## config.mk

```make
export PLATFORM = sky130hd
export DESIGN_NAME = fetch_branch_top
export DESIGN_NICKNAME = d
export VERILOG_FILES = /design/src/hdl/cpu_pkg.sv /design/src/hdl/fetch_if.sv /design/src/hdl/fetch_branch_top.sv /design/src/hdl/branch_decode.sv /design/src/hdl/if_id_reg.sv /design/src/hdl/pc_fetch.sv /design/src/hdl/branch_control.sv /design/src/hdl/cla_16bit.sv
export SDC_FILE = /design/constraint.sdc
export NUM_CORES = 1
export LEC_CHECK = 0
export BUFFER_PORTS_ARGS = -buffer_cell sky130_fd_sc_hd__buf_2
export CAP_MARGIN = 0
export CORE_UTILIZATION = 52
export CTS_CLUSTER_SIZE = 8
export DETAILED_ROUTE_END_ITERATION = 7
export PLACE_DENSITY = 0.9
export SYNTH_ARGS = -nofsm -noshare
export SYNTH_HDL_FRONTEND = slang
export SYNTH_SLANG_ARGS = --single-unit
```

## constraint.sdc

```tcl
create_clock -name clk -period 4.1 [get_ports clk]
set_input_delay 0.82 -clock clk [delete_from_list [all_inputs] [get_ports clk]]
set_output_delay 0.82 -clock clk [all_outputs]
set_load 0.02 [all_outputs]
```

## src/hdl/cpu_pkg.sv

```systemverilog
`default_nettype none

//////////////////////////////////////////////////////////////////////
// Shared types and constants for the CPU front end
//////////////////////////////////////////////////////////////////////

package cpu_pkg;

  // Data path widths
  typedef logic [15:0] word_t;     // Address or data word
  typedef logic [15:0] instr_t;    // Raw instruction word

  // Instruction fields
  typedef logic [3:0]  opcode_t;   // instr[15:12]
  typedef logic [2:0]  cond_t;     // instr[11:9], branch condition code
  typedef logic [8:0]  offset_t;   // instr[8:0], signed, in half-words
  typedef logic [3:0]  reg_addr_t; // Register number, Rs sits in instr[7:4] for BR

  // Flag register as seen by decode
  // Bit 2 is Z, bit 1 is V, bit 0 is N
  typedef logic [2:0]  flags_t;

  //////////////////////////////////////////////////////////////////////
  // Opcodes on the branch path
  //////////////////////////////////////////////////////////////////////
  localparam opcode_t OPC_B  = 4'hC; // PC-relative conditional branch
  localparam opcode_t OPC_BR = 4'hD; // Register-indirect conditional branch

  // Instructions are two bytes wide
  localparam word_t   PC_STEP = 16'd2;

endpackage

`default_nettype wire
```

## src/hdl/fetch_if.sv

```systemverilog
`timescale 1ns/1ps
`default_nettype none

// One instruction slot passed from stage to stage
// Fields other than valid only mean something while valid is high
interface fetch_if;
  import cpu_pkg::*;

  logic   valid;   // Slot holds an instruction
  word_t  pc;      // Address of the instruction
  word_t  pc_next; // pc + 2, fall-through address
  instr_t instr;   // Instruction word

  // Producer side of the slot
  modport source (
    output valid, pc, pc_next, instr
  );

  // Consumer side of the slot
  modport sink (
    input valid, pc, pc_next, instr
  );

endinterface

`default_nettype wire

```

## src/hdl/fetch_branch_top.sv

```systemverilog
`timescale 1ns/1ps
`default_nettype none

// Front end: fetch, fetch/decode register, branch resolve in decode
module fetch_branch_top #(
  parameter cpu_pkg::word_t RESET_PC = 16'h0000 // First fetch address
) (
  input  logic               clk,
  input  logic               rst_n,
  input  logic               stall,         // Freezes all three stages
  input  cpu_pkg::instr_t    imem_data,     // Asynchronous read of imem_addr
  input  cpu_pkg::flags_t    flags,         // {Z, V, N}
  input  cpu_pkg::word_t     rs_data,       // Asynchronous read of rs_addr
  output cpu_pkg::word_t     imem_addr,
  output cpu_pkg::reg_addr_t rs_addr,
  output logic               redirect,
  output cpu_pkg::word_t     redirect_pc,
  output logic               retire_valid,
  output cpu_pkg::word_t     retire_pc,
  output cpu_pkg::instr_t    retire_instr
);

  //////////////////////////////////////////////////////////////////////
  // Stage slots
  //////////////////////////////////////////////////////////////////////
  fetch_if fetch_bus ();   // pc_fetch to if_id_reg
  fetch_if decode_bus ();  // if_id_reg to branch_decode

  pc_fetch #(
    .RESET_PC (RESET_PC)
  ) pc_fetch_inst (
    .clk         (clk),
    .rst_n       (rst_n),
    .stall       (stall),
    .redirect    (redirect),
    .redirect_pc (redirect_pc),
    .imem_data   (imem_data),
    .imem_addr   (imem_addr),
    .fetch_bus   (fetch_bus)
  );

  // Redirect doubles as the flush of the wrong-path fetch
  if_id_reg if_id_reg_inst (
    .clk        (clk),
    .rst_n      (rst_n),
    .stall      (stall),
    .flush      (redirect),
    .fetch_bus  (fetch_bus),
    .decode_bus (decode_bus)
  );

  branch_decode branch_decode_inst (
    .stall        (stall),
    .flags        (flags),
    .rs_data      (rs_data),
    .decode_bus   (decode_bus),
    .rs_addr      (rs_addr),
    .redirect     (redirect),
    .redirect_pc  (redirect_pc),
    .retire_valid (retire_valid),
    .retire_pc    (retire_pc),
    .retire_instr (retire_instr)
  );

endmodule

`default_nettype wire

```

## src/hdl/branch_decode.sv

```systemverilog
`timescale 1ns/1ps
`default_nettype none

// Decode stage, resolves B and BR and retires the held slot
// Purely combinational on the slot, flags and register data
module branch_decode (
  input  logic               stall,
  input  cpu_pkg::flags_t    flags,         // Flags seen by this branch
  input  cpu_pkg::word_t     rs_data,       // Register file data for rs_addr
  fetch_if.sink              decode_bus,    // Held slot from if_id_reg
  output cpu_pkg::reg_addr_t rs_addr,       // Register file read address
  output logic               redirect,      // Taken branch, one-cycle pulse
  output cpu_pkg::word_t     redirect_pc,   // Branch target
  output logic               retire_valid,  // Slot retires this cycle
  output cpu_pkg::word_t     retire_pc,
  output cpu_pkg::instr_t    retire_instr
);
  import cpu_pkg::*;

  opcode_t opcode;
  cond_t   cond;
  offset_t offset;
  logic    is_b;        // PC-relative branch
  logic    is_br;       // Register branch
  logic    cond_taken;  // Condition met, whatever the opcode

  //////////////////////////////////////////////////////////////////////
  // Field split
  //////////////////////////////////////////////////////////////////////
  assign opcode  = decode_bus.instr[15:12];
  assign cond    = decode_bus.instr[11:9];
  assign offset  = decode_bus.instr[8:0];
  assign rs_addr = decode_bus.instr[7:4]; // Rs, read every cycle

  assign is_b  = (opcode == OPC_B);
  assign is_br = (opcode == OPC_BR);

  branch_control branch_control_inst (
    .cond      (cond),
    .offset    (offset),
    .flags     (flags),
    .rs_data   (rs_data),
    .is_br     (is_br),
    .pc_next   (decode_bus.pc_next),
    .taken     (cond_taken),
    .pc_branch (redirect_pc)
  );

  //////////////////////////////////////////////////////////////////////
  // Retire and redirect
  //////////////////////////////////////////////////////////////////////
  assign retire_valid = decode_bus.valid & ~stall;       // Nothing leaves during stall
  assign redirect     = retire_valid & (is_b | is_br) & cond_taken;
  assign retire_pc    = decode_bus.pc;
  assign retire_instr = decode_bus.instr;

endmodule

`default_nettype wire

```

## src/hdl/if_id_reg.sv

```systemverilog
`timescale 1ns/1ps
`default_nettype none

// Fetch/decode pipeline register
module if_id_reg (
  input  logic    clk,
  input  logic    rst_n,
  input  logic    stall,       // Hold the slot
  input  logic    flush,       // Drop the incoming wrong-path fetch
  fetch_if.sink   fetch_bus,   // From pc_fetch
  fetch_if.source decode_bus   // To branch_decode
);

  //////////////////////////////////////////////////////////////////////
  // Slot valid
  //////////////////////////////////////////////////////////////////////
  always_ff @(posedge clk) begin
    if (!rst_n) begin
      decode_bus.valid <= 1'b0;          // Empty slot out of reset
    end else if (!stall) begin
      if (flush) begin
        decode_bus.valid <= 1'b0;        // Bubble behind a taken branch
      end else begin
        decode_bus.valid <= fetch_bus.valid;
      end
    end
  end

  // Payload, meaningful only with valid set
  always_ff @(posedge clk) begin
    if (!stall && !flush) begin
      decode_bus.pc      <= fetch_bus.pc;
      decode_bus.pc_next <= fetch_bus.pc_next;
      decode_bus.instr   <= fetch_bus.instr;
    end
  end

endmodule

`default_nettype wire

```

## src/hdl/pc_fetch.sv

```systemverilog
`timescale 1ns/1ps
`default_nettype none

// Program counter and instruction fetch
// The fetched word comes back from the asynchronous memory in the same cycle
module pc_fetch #(
  parameter cpu_pkg::word_t RESET_PC = 16'h0000 // Even first fetch address
) (
  input  logic            clk,
  input  logic            rst_n,
  input  logic            stall,        // Freeze the PC
  input  logic            redirect,     // Taken branch in decode
  input  cpu_pkg::word_t  redirect_pc,  // Its target
  input  cpu_pkg::instr_t imem_data,    // Word at imem_addr
  output cpu_pkg::word_t  imem_addr,    // Fetch address
  fetch_if.source         fetch_bus     // Slot toward if_id_reg
);
  import cpu_pkg::*;

  word_t pc;      // Current fetch address
  word_t pc_inc;  // Sequential successor

  //////////////////////////////////////////////////////////////////////
  // Next PC
  //////////////////////////////////////////////////////////////////////
  assign pc_inc = pc + PC_STEP;

  always_ff @(posedge clk) begin
    if (!rst_n) begin
      pc <= RESET_PC;
    end else if (!stall) begin
      // Redirect wins over fall-through
      if (redirect) begin
        pc <= redirect_pc;
      end else begin
        pc <= pc_inc;
      end
    end
  end

  //////////////////////////////////////////////////////////////////////
  // Fetch slot
  //////////////////////////////////////////////////////////////////////
  assign imem_addr         = pc;
  // The word at the PC is a real fetch once reset is released
  assign fetch_bus.valid   = rst_n;
  assign fetch_bus.pc      = pc;
  assign fetch_bus.pc_next = pc_inc;    // Reused by decode for branch targets
  assign fetch_bus.instr   = imem_data;

endmodule

`default_nettype wire

```

## src/hdl/branch_control.sv

```systemverilog
`timescale 1ns/1ps
`default_nettype none

// Branch condition check and target select for B and BR
module branch_control (
  input  cpu_pkg::cond_t   cond,      // Condition code from instr[11:9]
  input  cpu_pkg::offset_t offset,    // Signed half-word offset for B
  input  cpu_pkg::flags_t  flags,     // {Z, V, N}
  input  cpu_pkg::word_t   rs_data,   // Target register for BR
  input  logic             is_br,     // High for BR, low for B
  input  cpu_pkg::word_t   pc_next,   // Address after the branch
  output logic             taken,     // Condition met
  output cpu_pkg::word_t   pc_branch  // Branch target
);
  import cpu_pkg::*;

  word_t sext_offset;  // Offset widened to 16 bits
  word_t byte_offset;  // Offset in bytes
  word_t pc_b;         // Target of a B
  logic  z;
  logic  v;
  logic  n;

  assign z = flags[2];
  assign v = flags[1];
  assign n = flags[0];

  //////////////////////////////////////////////////////////////////////
  // Target computation
  //////////////////////////////////////////////////////////////////////
  assign sext_offset = {{7{offset[8]}}, offset};
  assign byte_offset = {sext_offset[14:0], 1'b0}; // Half-words to bytes

  cla_16bit cla_16bit_inst (
    .a   (pc_next),
    .b   (byte_offset),
    .sum (pc_b)
  );

  assign pc_branch = is_br ? rs_data : pc_b;

  //////////////////////////////////////////////////////////////////////
  // Condition table
  //////////////////////////////////////////////////////////////////////
  always_comb begin
    case (cond)
      3'd0:    taken = ~z;               // Not equal
      3'd1:    taken = z;                // Equal
      3'd2:    taken = ~z & ~n;          // Greater than
      3'd3:    taken = n;                // Less than
      3'd4:    taken = z | (~z & ~n);    // Greater or equal
      3'd5:    taken = z | n;            // Less or equal
      3'd6:    taken = v;                // Overflow
      default: taken = 1'b1;             // Code 7, always
    endcase
  end

endmodule

`default_nettype wire

```

## src/hdl/cla_16bit.sv

```systemverilog
`timescale 1ns/1ps
`default_nettype none

// 16-bit adder, lookahead inside 4-bit groups, carries ripple group to group
module cla_16bit (
  input  cpu_pkg::word_t a,
  input  cpu_pkg::word_t b,
  output cpu_pkg::word_t sum
);
  import cpu_pkg::*;

  word_t      g;    // Per-bit generate
  word_t      p;    // Per-bit propagate
  logic [15:0] c;   // Carry into each bit
  logic [3:0] gc;   // Carry into each group

  assign g = a & b;
  assign p = a ^ b;

  assign gc[0] = 1'b0; // No carry-in, plain add

  //////////////////////////////////////////////////////////////////////
  // Lookahead groups
  //////////////////////////////////////////////////////////////////////
  for (genvar grp = 0; grp < 4; grp++) begin : g_group
    localparam int lsb = grp * 4; // Lowest bit of this group

    // Carries inside the group, all from the group carry-in
    assign c[lsb]   = gc[grp];
    assign c[lsb+1] = g[lsb] | (p[lsb] & gc[grp]);
    assign c[lsb+2] = g[lsb+1] | (p[lsb+1] & g[lsb])
                    | (p[lsb+1] & p[lsb] & gc[grp]);
    assign c[lsb+3] = g[lsb+2] | (p[lsb+2] & g[lsb+1])
                    | (p[lsb+2] & p[lsb+1] & g[lsb])
                    | (p[lsb+2] & p[lsb+1] & p[lsb] & gc[grp]);

    // Group carry-out feeds the next group; top carry-out is dropped
    if (grp < 3) begin : g_ripple
      assign gc[grp+1] = g[lsb+3] | (p[lsb+3] & g[lsb+2])
                       | (p[lsb+3] & p[lsb+2] & g[lsb+1])
                       | (p[lsb+3] & p[lsb+2] & p[lsb+1] & g[lsb])
                       | (p[lsb+3] & p[lsb+2] & p[lsb+1] & p[lsb] & gc[grp]);
    end
  end

  assign sum = p ^ c; // Sum bit is propagate xor carry-in

endmodule

`default_nettype wire

```

Yosys cells after proc, flatten, opt, wreduce, memory -nomap -nowiden
Index checks and enable logic that the tools add are counted.
{"block": "op_classes", "eq_ne": 8, "muxes": 4, "n_bitwise": 95, "n_reduce_logical": 4, "addsub": 1}
{"cell": "$and 1x1->1", "n": 54}
{"cell": "$or 1x1->1", "n": 35}
{"cell": "$mux 16", "n": 2}
{"cell": "$xor 16x16->16", "n": 2}
{"cell": "$add 16x2->16 const B", "n": 1}
{"cell": "$and 15x15->15", "n": 1}
{"cell": "$eq 3x3->1 const B", "n": 3}
{"cell": "$eq 4x4->1 const B", "n": 2}
{"cell": "$pmux 1 s7", "n": 1}
{"cell": "$eq 3x2->1 const B", "n": 2}
{"cell": "$eq 3x1->1 const B", "n": 1}
{"cell": "$logic_not 3->1", "n": 1}
{"cell": "$not 1->1", "n": 3}
{"cell": "$logic_not 1->1", "n": 2}
{"cell": "$logic_and 1x1->1", "n": 1}
{"cell": "$mux 1", "n": 1}
{"block": "word_totals", "out_inout_bits": 70, "inputBits": 38, "regBits": 65}

Longest topological paths before layout
Gate-level depths: netlist of run 1.
{"block": "depth", "depth_word": 14, "ltp_mapped": 11, "depth_no_buf": 11}

Hierarchy
A second synthesis of run 1 with hierarchy kept.
{"block": "hier_totals", "hier_cells": 363, "area_unflattened_um2": 4032.6}
{"module": "if_id_reg", "cells_each": 52, "seq_area_each_um2": 1461.4, "area_each_um2": 1485.2, "n_inst": 1}
{"module": "pc_fetch", "cells_each": 180, "seq_area_each_um2": 320.3, "area_each_um2": 1390.1, "n_inst": 1}
{"module": "cla_16bit", "cells_each": 64, "seq_area_each_um2": 0.0, "area_each_um2": 588.1, "n_inst": 1}
{"module": "branch_decode", "cells_each": 40, "seq_area_each_um2": 0.0, "area_each_um2": 307.8, "n_inst": 1}
{"module": "branch_control", "cells_each": 27, "seq_area_each_um2": 0.0, "area_each_um2": 261.5, "n_inst": 1}

Worst setup path before layout of run 1
Ideal clock, no wire load.
{"block": "synth_path", "kind": "register -> output", "startpoint": "register if_id_reg_inst.decode_bus.instr[5]", "endpoint": "output redirect_pc[13]", "slack_ns": 0.433, "n_path_buf": 0, "path_stages_with_launch": 10, "t_required_ns": 3.280, "arrival_time_ns": 2.847, "path_cell_list": "edfxtp_1 > ha_1 > a21o_1 > a221o_1 > o21ai_0 > and2_1 > inv_1 > fa_1 > xnor2_1 > o21ai_0"}
{"block": "synth_via", "elab_chain_len": 12, "word_cells_on_any_way": 19, "classes_between": "1 x mux; 18 x bitwise"}
{"item": "start, declared", "line_no": "fetch_if.sv:16", "source": "output valid, pc, pc_next, instr"}
{"item": "$and 15x15->15 / $xor 16x16->16 (equally long branches)", "line_no": "cla_16bit.sv:17, cla_16bit.sv:18"}
{"item": "$and 1x1->1, on equally long branches"}
{"item": "$or 1x1->1 (tied with other cells)", "line_no": "cla_16bit.sv:39", "source": "assign gc[grp+1] = g[lsb+3] | (p[lsb+3] & g[lsb+2])"}
{"item": "$or 1x1->1 (tied with other cells)", "line_no": "cla_16bit.sv:40", "source": "| (p[lsb+3] & p[lsb+2] & g[lsb+1])"}
{"item": "$or 1x1->1 / $and 1x1->1 (equally long branches)", "line_no": "cla_16bit.sv:41, cla_16bit.sv:42"}
{"item": "$or 1x1->1 (*)", "line_no": "cla_16bit.sv:42", "source": "| (p[lsb+3] & p[lsb+2] & p[lsb+1] & p[lsb] & gc[grp]);"}
{"item": "$and 1x1->1 (*)", "line_no": "cla_16bit.sv:42"}
{"item": "$or 1x1->1 (*)", "line_no": "cla_16bit.sv:42"}
{"item": "$and 1x1->1 (*)", "line_no": "cla_16bit.sv:30", "source": "assign c[lsb+1] = g[lsb] | (p[lsb] & gc[grp]);"}
{"item": "$or 1x1->1 (*)", "line_no": "cla_16bit.sv:30"}
{"item": "$xor 16x16->16 (*)", "line_no": "cla_16bit.sv:46", "source": "assign sum = p ^ c;"}
{"item": "$mux 16 (*)", "line_no": "branch_control.sv:40", "source": "assign pc_branch = is_br ? rs_data : pc_b;"}
{"item": "end, declared", "line_no": "fetch_branch_top.sv:17", "source": "output cpu_pkg::word_t redirect_pc,"}
Every way passes the cells marked *; elsewhere a longest branch is shown, timed or not.

Worst setup path after layout of run 1
{"block": "layout_path", "startpoint": "register if_id_reg_inst.decode_bus.instr[6]", "endpoint": "output redirect_pc[13]"}
{"block": "layout_via", "elab_chain_len": 12, "word_cells_on_any_way": 19, "classes_between": "1 x mux; 18 x bitwise"}
{"item": "$xor 16x16->16", "line_no": "cla_16bit.sv:18", "source": "assign p = a ^ b;"}
{"item": "$and 1x1->1, on equally long branches"}
{"item": "$or 1x1->1 (tied with other cells)", "line_no": "cla_16bit.sv:39"}
{"item": "$or 1x1->1 (tied with other cells)", "line_no": "cla_16bit.sv:40"}
{"item": "$or 1x1->1 / $and 1x1->1 (equally long branches)", "line_no": "cla_16bit.sv:41, cla_16bit.sv:42"}
{"item": "$or 1x1->1 (*)", "line_no": "cla_16bit.sv:42"}
{"item": "$and 1x1->1 (*)", "line_no": "cla_16bit.sv:42"}
{"item": "$or 1x1->1 (*)", "line_no": "cla_16bit.sv:42"}
{"item": "$and 1x1->1 (*)", "line_no": "cla_16bit.sv:30"}
{"item": "$or 1x1->1 (*)", "line_no": "cla_16bit.sv:30"}
{"item": "$xor 16x16->16 (*)", "line_no": "cla_16bit.sv:46"}
{"item": "$mux 16 (*)", "line_no": "branch_control.sv:40"}
Marks and branches as above.

==> results.md, run 1 <==
- Using the TritonRoute via totals, the vias-per-cell ratio works out to 5.757.
- In the layout the commonest cells are buf_2 (107), edfxtp_1 (47), nand2_1 (33).
- The total number of H-tree levels is 3.
- STA puts the critical path data required time at 3280 ps.
- Measured against its own limit, the worst slew margin works out to 0.5457.
- The initial utilization of the core area, before any placement, comes to 0.5453.
- The floorplan step defined a die boundary enclosing 7067 um2.
- In the final layout, the share of cells above drive strength 1 is 0.3529.
- The final antenna-violating net count is 0.
- The path class of the lowest-slack min-delay path is flop to flop.
- The most common cell after layout, fill and taps aside is buf_2.
- The critical path startpoint category is a flop.
- The TritonCTS clock tree is done.
- Entering global routing, the biggest net connects 27 pins.
- The peak-usage layer in the global routing report is met2.
- The post-DP HPWL is 5.982 mm.
- Counting every instance in the synthesized netlist gives 311.
- The antenna diode instance count is 0.
- The CTS clock-pin slew for the worst setup and hold paths is 70 ps.
- The delay contributed by the slowest stage of the critical path is 430 ps.
- The highest ir drop seen on vdd is 0.0002234 V.
- The initial antenna violation count is 0.
- The transition at the pin with the smallest max-transition slack is 677.8 ps.
- The launch point of the worst hold path is pc_fetch_inst.fetch_bus.pc[0]$_SDFFE_PN0P_.
- The met2 global-route usage is 0.4121.
- The share of total power dissipated in sequential elements is 0.473.
- The wire length of the first global-routing pass is 13.28 mm.
- For this run, global-route usage on met3 was measured as 0.05341.
- The number of endpoints with negative hold slack in the final report is 0.
- The clock network fraction of design power is 0.325.
- For this run the aggregate overflow at the end of global routing stands at 0.
- The total placed cells including tap cells is 480.
- The yosys synthesis warning count is 0.
- Counting along the longest clock path gives a buffer depth of 2.
- Counting flops with an async set or reset pin after synthesis yields a share of 0.
- Setup repair after global routing left no endpoint under its margin.
- The final route contains 2890 vias.
- The share of the Yosys chip area taken by registers is 0.5002.
- Measured on the finished design, the core utilization comes to 0.6636.
- For this run, global-route usage on met1 was measured as 0.3029.
- At the later pin of the worst-skew pair, clock insertion delay measures 340 ps.
- The run finished, with violations left.
- Data arrives at the worst endpoint at 3120 ps.
- The switching fraction of total power is 0.2892.
- Yosys mapped a number of flops with a built-in enable equal to 47.
- At the end of routability-driven placement, the weighted congestion stood at 0.9375.
- In the final routed layout, each cell accounts on average for 17.03 um.
- The post-synthesis net count is 368.
- The total of flip-flops plus latches after synthesis is 64.
- The mapped netlist covers 3502 um2.
- The worst clock skew on the final layout is 9.750 ps.
- Tracing the worst setup path back leads to its startpoint at if_id_reg_inst.decode_bus.instr[6]$_DFFE_PP_.
- The number of detailed-routing iterations run before antenna repair is 7.
- Hold repair after CTS inserted 0 buffers.
- The count of input and output buffers is 107.
- Internal power comes to 1120 uW.
- The cell at the slowest stage of the critical path is edfxtp_1.
- After the first detailed-routing iteration, the DRC count stood at 201.
- At the end of the flow, the number of nets in the layout was 477.
- The top-level port count is 108.
- In this run the static leakage power is 0.001904 uW.
- The count of unique library cells instantiated by Yosys is 66.
- The critical register-to-register path startpoint is if_id_reg_inst.decode_bus.instr[6]$_DFFE_PP_.
- The hold path depth is 0.
- The tree is rooted in a clkbuf_8.
- The x dimension of the die is 84.07 um.
- The post-synthesis area per instance is 11.26 um2.
- The number of buffers inserted during clock tree synthesis is 9.
- The total of max-cap violations is 0.
- The share of the clock period used by the worst path is 0.9618.
- Static timing analysis puts the maximum clock frequency at 0.2536 GHz.
- In this run the number of cells on the critical path is 10.
- The layout has 484 filler cells.
- The number of setup violations in the final report is 0.
- The dominant synthesized flop cell is edfxtp_1.
- The number of global-route vias before repair came to 2779.
- Wires add up to 8.547 mm.
- The buffering stage count on the worst path with inverters included is 2.
- The checks that failed: DRC.
- The worst hold-check slack is 483.9 ps.
- For the final routed database, the setup TNS stands at 0 ps.
- The highest net fanout along the worst path is 4.
- From synthesis to final layout, the design area changed by 21.69%.
- STA classifies the critical path endpoint as an output pin.
- The region available for standard cell placement spans 6422 um2.
- The number of clock sinks is 64.
- The cell area power density is 369.7 nW/um2.
- The chip height is 84.07 um.
- The critical path class is flop to output pin.
- The signal on the critical path passes through ha_1, and3_1, a221o_1, o21ai_1, and2_1, inv_1, fa_1, xnor2_1, o21ai_0, buf_2.
- The max-slew violation total from the final report is 0.
- In the final layout, flip-flops and latches occupy 1752 um2.
- The net load switching power is 455.5 uW.
- In this run the core area contains 29 standard-cell rows.
- Summing all multi-input logic gate instances after layout gives 1574 um2.
- In the routed design, unresolved DRC markers number 10.
- Counting cells, the worst reg-to-reg path comes to 11.
- Subtracting the final worst setup slack from the clock period gives 3943 ps.
- The combined global-route utilization of all metal layers is 0.2425.
- The category of cells accounting for the largest share of critical-path delay is compound AO/OA/AOI/OAI gates.
- The number of non-filler instances in the completed layout is 502.
- Of the total power, combinational logic draws 0.202.
stage by stage:
stage / cell area, um2 / total power, uW / setup slack (ps)
2_1_floorplan: 3502 / 963.7 / 432.6
3_3_place_gp: 4038 / 1057 / 586.2
3_5_place_dp: 4038 / 1069 / 497.1
4_1_cts: 4217 / 1578 / 67.92
5_1_grt: 4262 / 1635 / 15.16
6_report: 4262 / 1575 / 156.6
power groups by stage:
stage	registers [uW]	clock network (uW)	logic, uW
2_1_floorplan	779	0	184
3_3_place_gp	757	0	300
3_5_place_dp	760	0	310
4_1_cts	746	520	312
5_1_grt	748	543	344
6_report	745	512	319
cells in the mapped netlist, types with 3 or more instances:
library cell | n | area share
a22oi_1 | 5 | 0.011
nor2_1 | 23 | 0.025
xor2_1 | 8 | 0.020
nor2b_1 | 3 | 0.0054
o21ai_0 | 9 | 0.013
nand4_1 | 5 | 0.0089
nor3_1 | 4 | 0.0057
ha_1 | 15 | 0.054
clkbuf_1 | 7 | 0.0075
a21oi_1 | 17 | 0.024
buf_2 | 4 | 0.0057
dfxtp_1 | 17 | 0.097
and2_1 | 5 | 0.0089
xnor2_1 | 12 | 0.030
mux2i_1 | 3 | 0.0086
nand2_1 | 33 | 0.035
and3_1 | 4 | 0.0071
buf_4 | 6 | 0.013
fa_1 | 4 | 0.023
inv_1 | 8 | 0.0086
a21o_1 | 9 | 0.019
a221oi_2 | 5 | 0.021
edfxtp_1 | 47 | 0.40
nand3_1 | 5 | 0.0071
per-layer routing:
layer	up-vias	part of all wire
li1	1364	-
met1	1367	0.42
met2	139	0.49
met3	20	0.070
met4	0	0.017
met5	-	0
kinds of logic (layout without fill, tap and decap cells):
group                    after synthesis  in the layout  synth area share
AO/OA/AOI/OAI                         68             68            0.1476
XOR/XNOR                              20             20           0.05002
adder cells (fa/ha/maj)               19             19           0.07646
buffers and inverters                 30            144           0.05038
flip-flops                            64             64            0.5002
multiplexers                           4              4           0.01179
AND/OR/NAND/NOR                      106            106            0.1636
worst reg2reg max path, cell delays in order (launching register included):
cell and delay, ps:
edfxtp_1 430, ha_1 370, and3_1 180, a221o_1 370, o21ai_1 210, and2_1 200
inv_1 70, fa_1 410, xnor2_1 130, o21ai_0 210, a22oi_1 100, a21oi_1 130
what timing repair did:
action                                  4_1_cts  5_1_grt
buffers inserted                              0        6
resized for setup                             0        1
endpoints found under the setup margin        0        1
state kept, by name, indices dropped and copies added, names as in the netlist:
register and flops:
pc_fetch_inst.fetch_bus.pc 16, if_id_reg_inst.decode_bus.instr 16, if_id_reg_inst.decode_bus.pc_next 16, if_id_reg_inst.decode_bus.valid 1, if_id_reg_inst.decode_bus.pc 15
cell type report:
type | count | share of cell area
clock inverters | 5 | 0.01116
repair buffers | 118 | 0.1450
inverters | 10 | 0.009982
clock buffers | 11 | 0.03083
well taps | 77 | 0.02261
flip-flops and latches | 64 | 0.4110
multi-input cells | 217 | 0.3693
final timing paths:
path         slack [ps]                                             end
max                 160                                 redirect_pc[13]
min                 480  if_id_reg_inst.decode_bus.pc_next[0]$_DFFE_PP_
max reg2reg        1220     pc_fetch_inst.fetch_bus.pc[13]$_SDFFE_PN0N_
min reg2reg         480  if_id_reg_inst.decode_bus.pc_next[0]$_DFFE_PP_
(Power assumes the default switching activity.)
==> run 2: changes to the inputs <==
- BUFFER_PORTS_ARGS: -buffer_cell sky130_fd_sc_hd__buf_2 -> -buffer_cell sky130_fd_sc_hd__buf_4
==> results.md, run 2 (synthesis results as in run 1) <==
- The run finished, with violations left.
- The checks that failed: DRC.
- The tightest slew margin relative to the limit is 0.5599 (+0.01416).
- The number of design rule violations left after detail routing is 10 (unchanged).
- The top cell types in the final layout, fill and taps aside, are buf_4 (113), edfxtp_1 (47), nand2_1 (33).
- The total of max-cap violations is 0 (unchanged).
- The number of detailed-routing iterations run before antenna repair is 7 (unchanged).
- The number of buffers between clock root and the deepest sink is 2 (unchanged).
- The total detailed-routing wirelength is 9.068 mm (+6.1%).
- The placeable core region is 6422 um2 (unchanged).
- The count of input and output buffers is 107 (unchanged).
- The critical path startpoint category is a flop.
- For hold timing, the worst endpoint is if_id_reg_inst.decode_bus.pc_next[0]$_DFFE_PP_.
- The placer's final routability congestion estimate is 0.9508 (+1.4%).
- The startpoint identified for the worst register-to-register timing path is if_id_reg_inst.decode_bus.instr[3]$_DFFE_PP_.
- The per-cell via count in the routed design is 5.946 (+3.3%).
- The share of the clock period used by the worst path is 0.9470 (-0.01483).
- The required time reported for the critical path endpoint is 3280 ps (about the same).
- The minimum clock period came to 3883 ps (-60.78 ps).
- The hold path depth came to 0 (unchanged).
- The fraction of layout instances using a drive strength above 1 was 0.3476 (-0.005322).
- The pin count of the biggest net entering global routing is 32 (+19%).
- The worst hold path begins at pc_fetch_inst.fetch_bus.pc[0]$_SDFFE_PN0P_.
- The TritonCTS clock tree is done.
- The chip height is 84.07 um (unchanged).
- The number of global-route vias before repair was 3063 (+10%).
- The average wire per cell in the routed design is 18.25 um (+7.2%).
- The largest registers in the layout are if_id_reg_inst.decode_bus.instr (16), if_id_reg_inst.decode_bus.pc_next (16), pc_fetch_inst.fetch_bus.pc (16).
- The hold-fix buffer count after cts is 0 (unchanged).
- The critical path in this run is classified as flop to output pin.
- The wire length of the first global-routing pass is 14.59 mm (+9.8%).
- The most common cell after layout, fill and taps aside is buf_4.
- The endpoint identified for the worst register-to-register timing path is pc_fetch_inst.fetch_bus.pc[9]$_SDFFE_PN0N_.
- The final worst slack was 217.4 ps (+60.78 ps).
- The initial cell density of the core was 0.5453 (unchanged).
- The max-slew violation total from the final report is 0 (unchanged).
- The area of all placed cells without fillers came to 4486 um2 (+5.3%).
- The total vias in the final route came to 2955 (+2.2%).
- The endpoint kind of the worst setup timing path is an output pin.
- The total number of H-tree levels is 3 (unchanged).
- The leakage component of the power is 0.001945 uW (+2.1%).
- The sum of negative setup slack was 0 ps (unchanged).
- The number of setup violations in the final report came to 0 (unchanged).
- The combined global-route utilization of all metal layers is 0.2686 (+0.02608).
- The cell area power density was 345.8 nW/um2 (-6.4%).
- The highest ir drop seen on vdd is 0.0002722 V (+22%).
- The length in cells of the worst reg-to-reg path is 9 (-2).
- The row count is 29 (unchanged).
- The clock root buffer is clkbuf_8.
- The initial antenna violation count is 0 (unchanged).
- The placed cell area is 4303 um2 (+6.6%).
- The number of clock sinks came to 64 (unchanged).
- The die footprint is 7067 um2 (unchanged).
- The CTS clock-pin slew for the worst setup and hold paths is 70 ps (about the same).
- The upper clock frequency limit is 0.2576 GHz (+1.6%).
- The number of buffers inserted during clock tree synthesis is 9 (unchanged).
- The worst hold-check slack is 491.4 ps (+7.559 ps).
- The final antenna-violating net count is 0 (unchanged).
- The antenna diode instance count is 0 (unchanged).
- The x dimension of the die is 84.07 um (unchanged).
- The worst clock skew on the final layout is 5.033 ps (-4.716 ps).
- The number of endpoints with negative hold slack in the final report is 0 (unchanged).
- The highest net fanout along the worst path came to 3 (-1).
- The flop-to-flop setup slack was 1230 ps (about the same).
- Setup repair after global routing left no endpoint under its margin.
- The transition at the pin with the smallest max-transition slack is 656.7 ps (-21.13 ps).
- The post-DP HPWL is 6.405 mm (+7.1%).
- The insertion delay of the later-clocked pin in the worst-skew pair is 340 ps (about the same).
- The overall overflow remaining after global route was 0 (unchanged).
- The placement-stage worst setup slack came to 498.1 ps (+0.9480 ps).
- The path class of the lowest-slack min-delay path is flop to flop.
- The data arrival time of the critical path is 3060 ps (-60 ps).
- The starting DRC count in detailed routing is 253 (+26%).
- The layout net count is 473 (-0.84%).
- From synthesis to final layout, the design area changed by 28.08%.
- The top-level port count is 108 (unchanged).
run 2: cell count changes in the layout (fill, tap and decap cells not counted):
cell	delta
bufinv_16	-1
buf_12	+1
buf_2	-107
o21ai_0	-1
buf_4	+102
clkinvlp_4	+1
clkbuf_1	-1
o21ai_1	+1
run 2: metrics by stage:
step	std cells	utilization	power, uW
6_report	497	0.6984	1551
5_1_grt	497	0.6984	1612
3_5_place_dp	478	0.6700	1113
4_1_cts	493	0.6937	1553
2_1_floorplan	311	-	963.7
3_3_place_gp	478	0.6700	1099
run 2: final cells by class:
type / instances / area [um2]
fill: 482 / 1937
sequential: 64 / 1752
multi-input combinational: 217 / 1574
timing repair buffer: 114 / 868.3
clock buffer: 10 / 127.6
tap: 77 / 96.34
inverter: 10 / 42.54
clock inverter: 5 / 25.02
run 2: report_power, final:
part	switching [uW]	leakage [uW]	internal [uW]	total, uW
combinational	203	0.00126	157	360
sequential	21.6	0.000612	725	746
clock	235	0.0000770	210	445
run 2: timing repair:
action / CTS / global route
endpoints found under the setup margin: 0 / 1
setup buffers: 0 / 4
hold endpoints to repair: 0 / 0
resized for setup: 0 / 2
run 2: worst max-delay path: stages, from the launching register on:
cell	delay, ps
edfxtp_1	460
ha_1	350
a21o_1	220
a221o_1	340
o21ai_1	190
and2_1	210
inv_1	80
fa_1	400
xnor2_1	140
o21ai_1	170
buf_4	170
run 2: worst max path at each step:
stage / startpoint / to / slack (ps)
final: if_id_reg_inst.decode_bus.instr[3]$_DFFE_PP_ / redirect_pc[13] / 220
after global routing: if_id_reg_inst.decode_bus.instr[3]$_DFFE_PP_ / redirect_pc[13] / 20
after CTS: if_id_reg_inst.decode_bus.instr[5]$_DFFE_PP_ / redirect_pc[13] / 100
after detailed placement: if_id_reg_inst.decode_bus.instr[6]$_DFFE_PP_ / redirect_pc[13] / 500
after global placement: if_id_reg_inst.decode_bus.instr[5]$_DFFE_PP_ / redirect_pc[13] / 580
after floorplan: if_id_reg_inst.decode_bus.instr[5]$_DFFE_PP_ / redirect_pc[13] / 430
run 2: metal layers:
layer  vias to the layer above  global-route usage  wire length [um]
li1                       1353                   -                 -
met1                      1410              0.3157              3420
met2                       162              0.4627              4682
met3                        30             0.06627               726
met4                         0              0.1223               238
met5                         -                   0                 0
